[src/source/xbar_pkg.sv]
package xbar_pkg;

    localparam int ADDR_W = 32;
    localparam int DATA_W = 32;
    localparam int ID_W = 4;
    localparam int MST_IDX_W = 1;
    localparam int SLV_IDX_W = 1;

    localparam logic [1:0] RESP_OKAY = 2'b00;

    typedef logic [ADDR_W-1:0] addr_t;

    // region bits on top select the slave
    typedef struct packed {
        logic [SLV_IDX_W-1:0]        region;
        logic [ADDR_W-SLV_IDX_W-1:0] offset;
    } addr_fields_t;

    typedef union packed {
        addr_t        raw;
        addr_fields_t f;
    } addr_u;

    // slave-side id, master index in front
    typedef struct packed {
        logic [MST_IDX_W-1:0] mst;
        logic [ID_W-1:0]      id;
    } sid_t;

    typedef struct packed {
        logic [ID_W-1:0] id;
        addr_u           addr;
        logic [7:0]      len;
    } ax_req_t;

    typedef struct packed {
        sid_t       sid;
        addr_u      addr;
        logic [7:0] len;
    } s_ax_req_t;

    typedef struct packed {
        logic [DATA_W-1:0]   data;
        logic [DATA_W/8-1:0] strb;
        logic                last;
    } w_beat_t;

    typedef struct packed {
        logic [1:0] resp;
    } b_payload_t;

    typedef struct packed {
        logic [DATA_W-1:0] data;
        logic [1:0]        resp;
        logic              last;
    } r_payload_t;

endpackage

[src/source/req_switch.sv]
module req_switch #(
    parameter int NUM_MST = 2,
    parameter int NUM_SLV = 2
) (
    input  logic                m_valid [NUM_MST],
    input  xbar_pkg::ax_req_t   m_req [NUM_MST],
    output logic                m_ready [NUM_MST],
    input  logic [NUM_MST-1:0]  grant [NUM_SLV],
    output logic                s_valid [NUM_SLV],
    output xbar_pkg::s_ax_req_t s_req [NUM_SLV],
    input  logic                s_ready [NUM_SLV]
);
    localparam int MW = xbar_pkg::MST_IDX_W;

    // granted master's request, id widened with its index
    always_comb begin
        for (int s = 0; s < NUM_SLV; s++) begin
            s_valid[s] = 1'b0;
            s_req[s] = '0;
            for (int m = 0; m < NUM_MST; m++) begin
                if (grant[s][m]) begin
                    s_valid[s] = m_valid[m];
                    s_req[s].sid.mst = MW'(m);
                    s_req[s].sid.id = m_req[m].id;
                    s_req[s].addr = m_req[m].addr;
                    s_req[s].len = m_req[m].len;
                end
            end
        end
    end

    // ready back to the granted master only
    always_comb begin
        for (int m = 0; m < NUM_MST; m++) begin
            m_ready[m] = 1'b0;
            for (int s = 0; s < NUM_SLV; s++) begin
                m_ready[m] = m_ready[m] || (grant[s][m] && s_ready[s]);
            end
        end
    end

endmodule

[config.mk]
export PLATFORM = sky130hd
export DESIGN_NAME = req_switch
export DESIGN_NICKNAME = d
export VERILOG_FILES = /design/src/source/xbar_pkg.sv /design/src/source/req_switch.sv
export SDC_FILE = /design/constraint.sdc
export NUM_CORES = 1
export LEC_CHECK = 0
export BUFFER_PORTS_ARGS = -buffer_cell sky130_fd_sc_hd__buf_2
export CORE_AREA = 2 2 74 76
export DETAILED_ROUTE_END_ITERATION = 6
export DIE_AREA = 0 0 76 78
export PLACE_DENSITY = 0.8
export SLEW_MARGIN = 20
export SYNTH_ARGS = -nofsm -noshare
export SYNTH_HDL_FRONTEND = slang
export SYNTH_SLANG_ARGS = --single-unit
[constraint.sdc]
create_clock -name vclk -period 0.8
set_input_delay 0 -clock vclk [all_inputs]
set_output_delay 0 -clock vclk [all_outputs]
set_load 0.03 [all_outputs]
==> results.md <==
- Status: completed
- Syn_area_per_cell: 5.882 um^2
- Worst-path cell chain: buf_6 > nor2b_4 > buf_12 > a22o_1 > buf_4
- Layout cells sized above 1: 63.14%
- Global-route wire length before repair: 9073 um
- Crit path setup slack, layout: 0.03085 ns
- Sequential area share after synthesis: 0%
- Drt wl/cell: 12.56 um
- Multi-input gate area: 1144 um^2
- Mapped Area: 1241 um^2
- FFs & Latches: 0
- DR iter-0 viols: 44
- Post-route ant nets: 0
- Critical Path RT: 0.80 ns
- Nets@finish: 486
- DIE AREA: 5928 um^2
- Synth Net Count: 307
- Distinct cells, synth: 10
- Initial antenna violation count: 0
- Final Cycle Share: 96.14%
- DRT Pass-1 Iters: 4
- Critical path's largest stage delay: 0.18 ns
- Top-Level Pins: 190
- Crit path DAT: 0.77 ns
- Hold path depth: 3
- Leakage: 1.426 nW
- FILL cells: 493
- CP startpoint kind: input port
- Vias post-DR: 2287
- Post-synth top area share: 33.17%
- Die Height: 78 um
- Min-Delay Path Class: in -> out
- Pwr Density: 888.7 nW/um^2
- Cells after Synth: 211
- IO Port Bufs: 190
- # rows: 26
- Minimum clock period: 0.7691 ns
- Yosys warning count: 0
- FF+latch area: 0 um^2
- Core area: 5042 um^2
- Area added between synthesis and finish: 104.0%
- Final setup viols: 0
- Gr ovfl total: 0
- Util after Layout: 50.22%
- Yosys top cell by area: a22o_1
- Drt total wl: 5753 um
- Setup CP Type: in -> out
- Hold-fix buffers, CTS: 0
- Clock buffer count: 0
- Maxcap violations: 0
- Count leader, synth: nand2_1
- Total Routing Usage GR: 17.28%
- Max FO, Critical Path: 24
- Final hold slack: 0.3456 ns
- CP max-delay cell: buf_12
- Diode count: 0
- Die span in x: 76 um
- Pre-CTS setup slack: -0.02134 ns
- Critical path capture point type: output pin
- Final-report hold violation count: 0
- Starting Density: 24.62%
- VDD IR-drop max: 0.0005459 V
- Max_slew headroom: 85.87%
- Slew @ Worst Pin: 0.2119 ns
- Estimated wirelength of the detail-placed design: 4716 um
- Largest net degree at the start of global routing: 30
- Via density: 4.993
- Vias in the first global route: 2155
- F_max: 1300 MHz
- Synth cell count leaders: nand2_1 (90), a22o_1 (47), o21ai_1 (45)
- Synth area leaders: a22o_1 (33%), nand2_1 (27%), o21ai_1 (18%), buf_12 (8.1%), buf_2 (5.2%)
- Final GP Congestion: 0.7957
- Post-route DRC: 0
- Max-slew violation count: 0
-- power by group --
part           internal, mW  switching, mW
clock network             0              0
registers                 0              0
logic                 0.867           1.38
total                 0.867           1.38
-- per-layer routing --
layer	up-vias	wire length [um]	GRT usage [%]
met5	-	0	0
met1	1046	2128	17.50
li1	1112	-	-
met2	125	3150	37.95
met4	0	45	2.000
met3	4	428	1.977
-- layout by cell type, fill, tap and decap left out --
cell and instances:
buf_2 141, nand2_1 90, a22o_1 47, o21ai_2 39, buf_4 32, clkbuf_4 16
buf_6 8, o21ai_1 6, buf_12 6, nor2b_4 1, nor2b_2 1, clkbuf_16 1
-- layout make-up --
type                            instances  share of cell area [%]
Timing Repair Buffer                  204                   51.38
Tap cell                               70                   3.458
Multi-Input combinational cell        184                   45.16
-- logic make-up after synthesis --
group           synth area share (%)
simple gates                   28.83
buf+inv                        19.86
compound gates                 51.31
-- stage by stage --
step | TNS (ns) | instance area [um^2] | total power, mW | cells
2_1_floorplan | 0 | 1388 | 1.425 | 211
4_1_cts | 0 | 2415 | 2.169 | 457
5_1_grt | -0.01432 | 2532 | 2.392 | 458
6_report | 0 | 2532 | 2.251 | 458
3_5_place_dp | -0.1505 | 2355 | 2.110 | 457
3_3_place_gp | -0.01199 | 2355 | 2.077 | 457
-- worst paths after layout --
| kind | from | endpoint | slack [ns] |
|---|---|---|---|
| min | m_req[76] | s_req[77] | 0.35 |
| max | grant[3] | s_req[68] | 0.03 |
-- critical path: cells and delay by family --
family / cells / cell delay (ns)
buffers and inverters: 3 / 0.44
AO/OA/AOI/OAI: 1 / 0.15
AND/OR/NAND/NOR: 1 / 0.16
-- timing repair --
action                     in CTS  in global routing
cloned                          0                  1
resized for setup              24                 38
setup endpoints to repair      24                 50
pin swaps                       0                  0
hold endpoints to repair        0                  0
setup buffers                   0                  0
(Power assumes the default switching activity.)
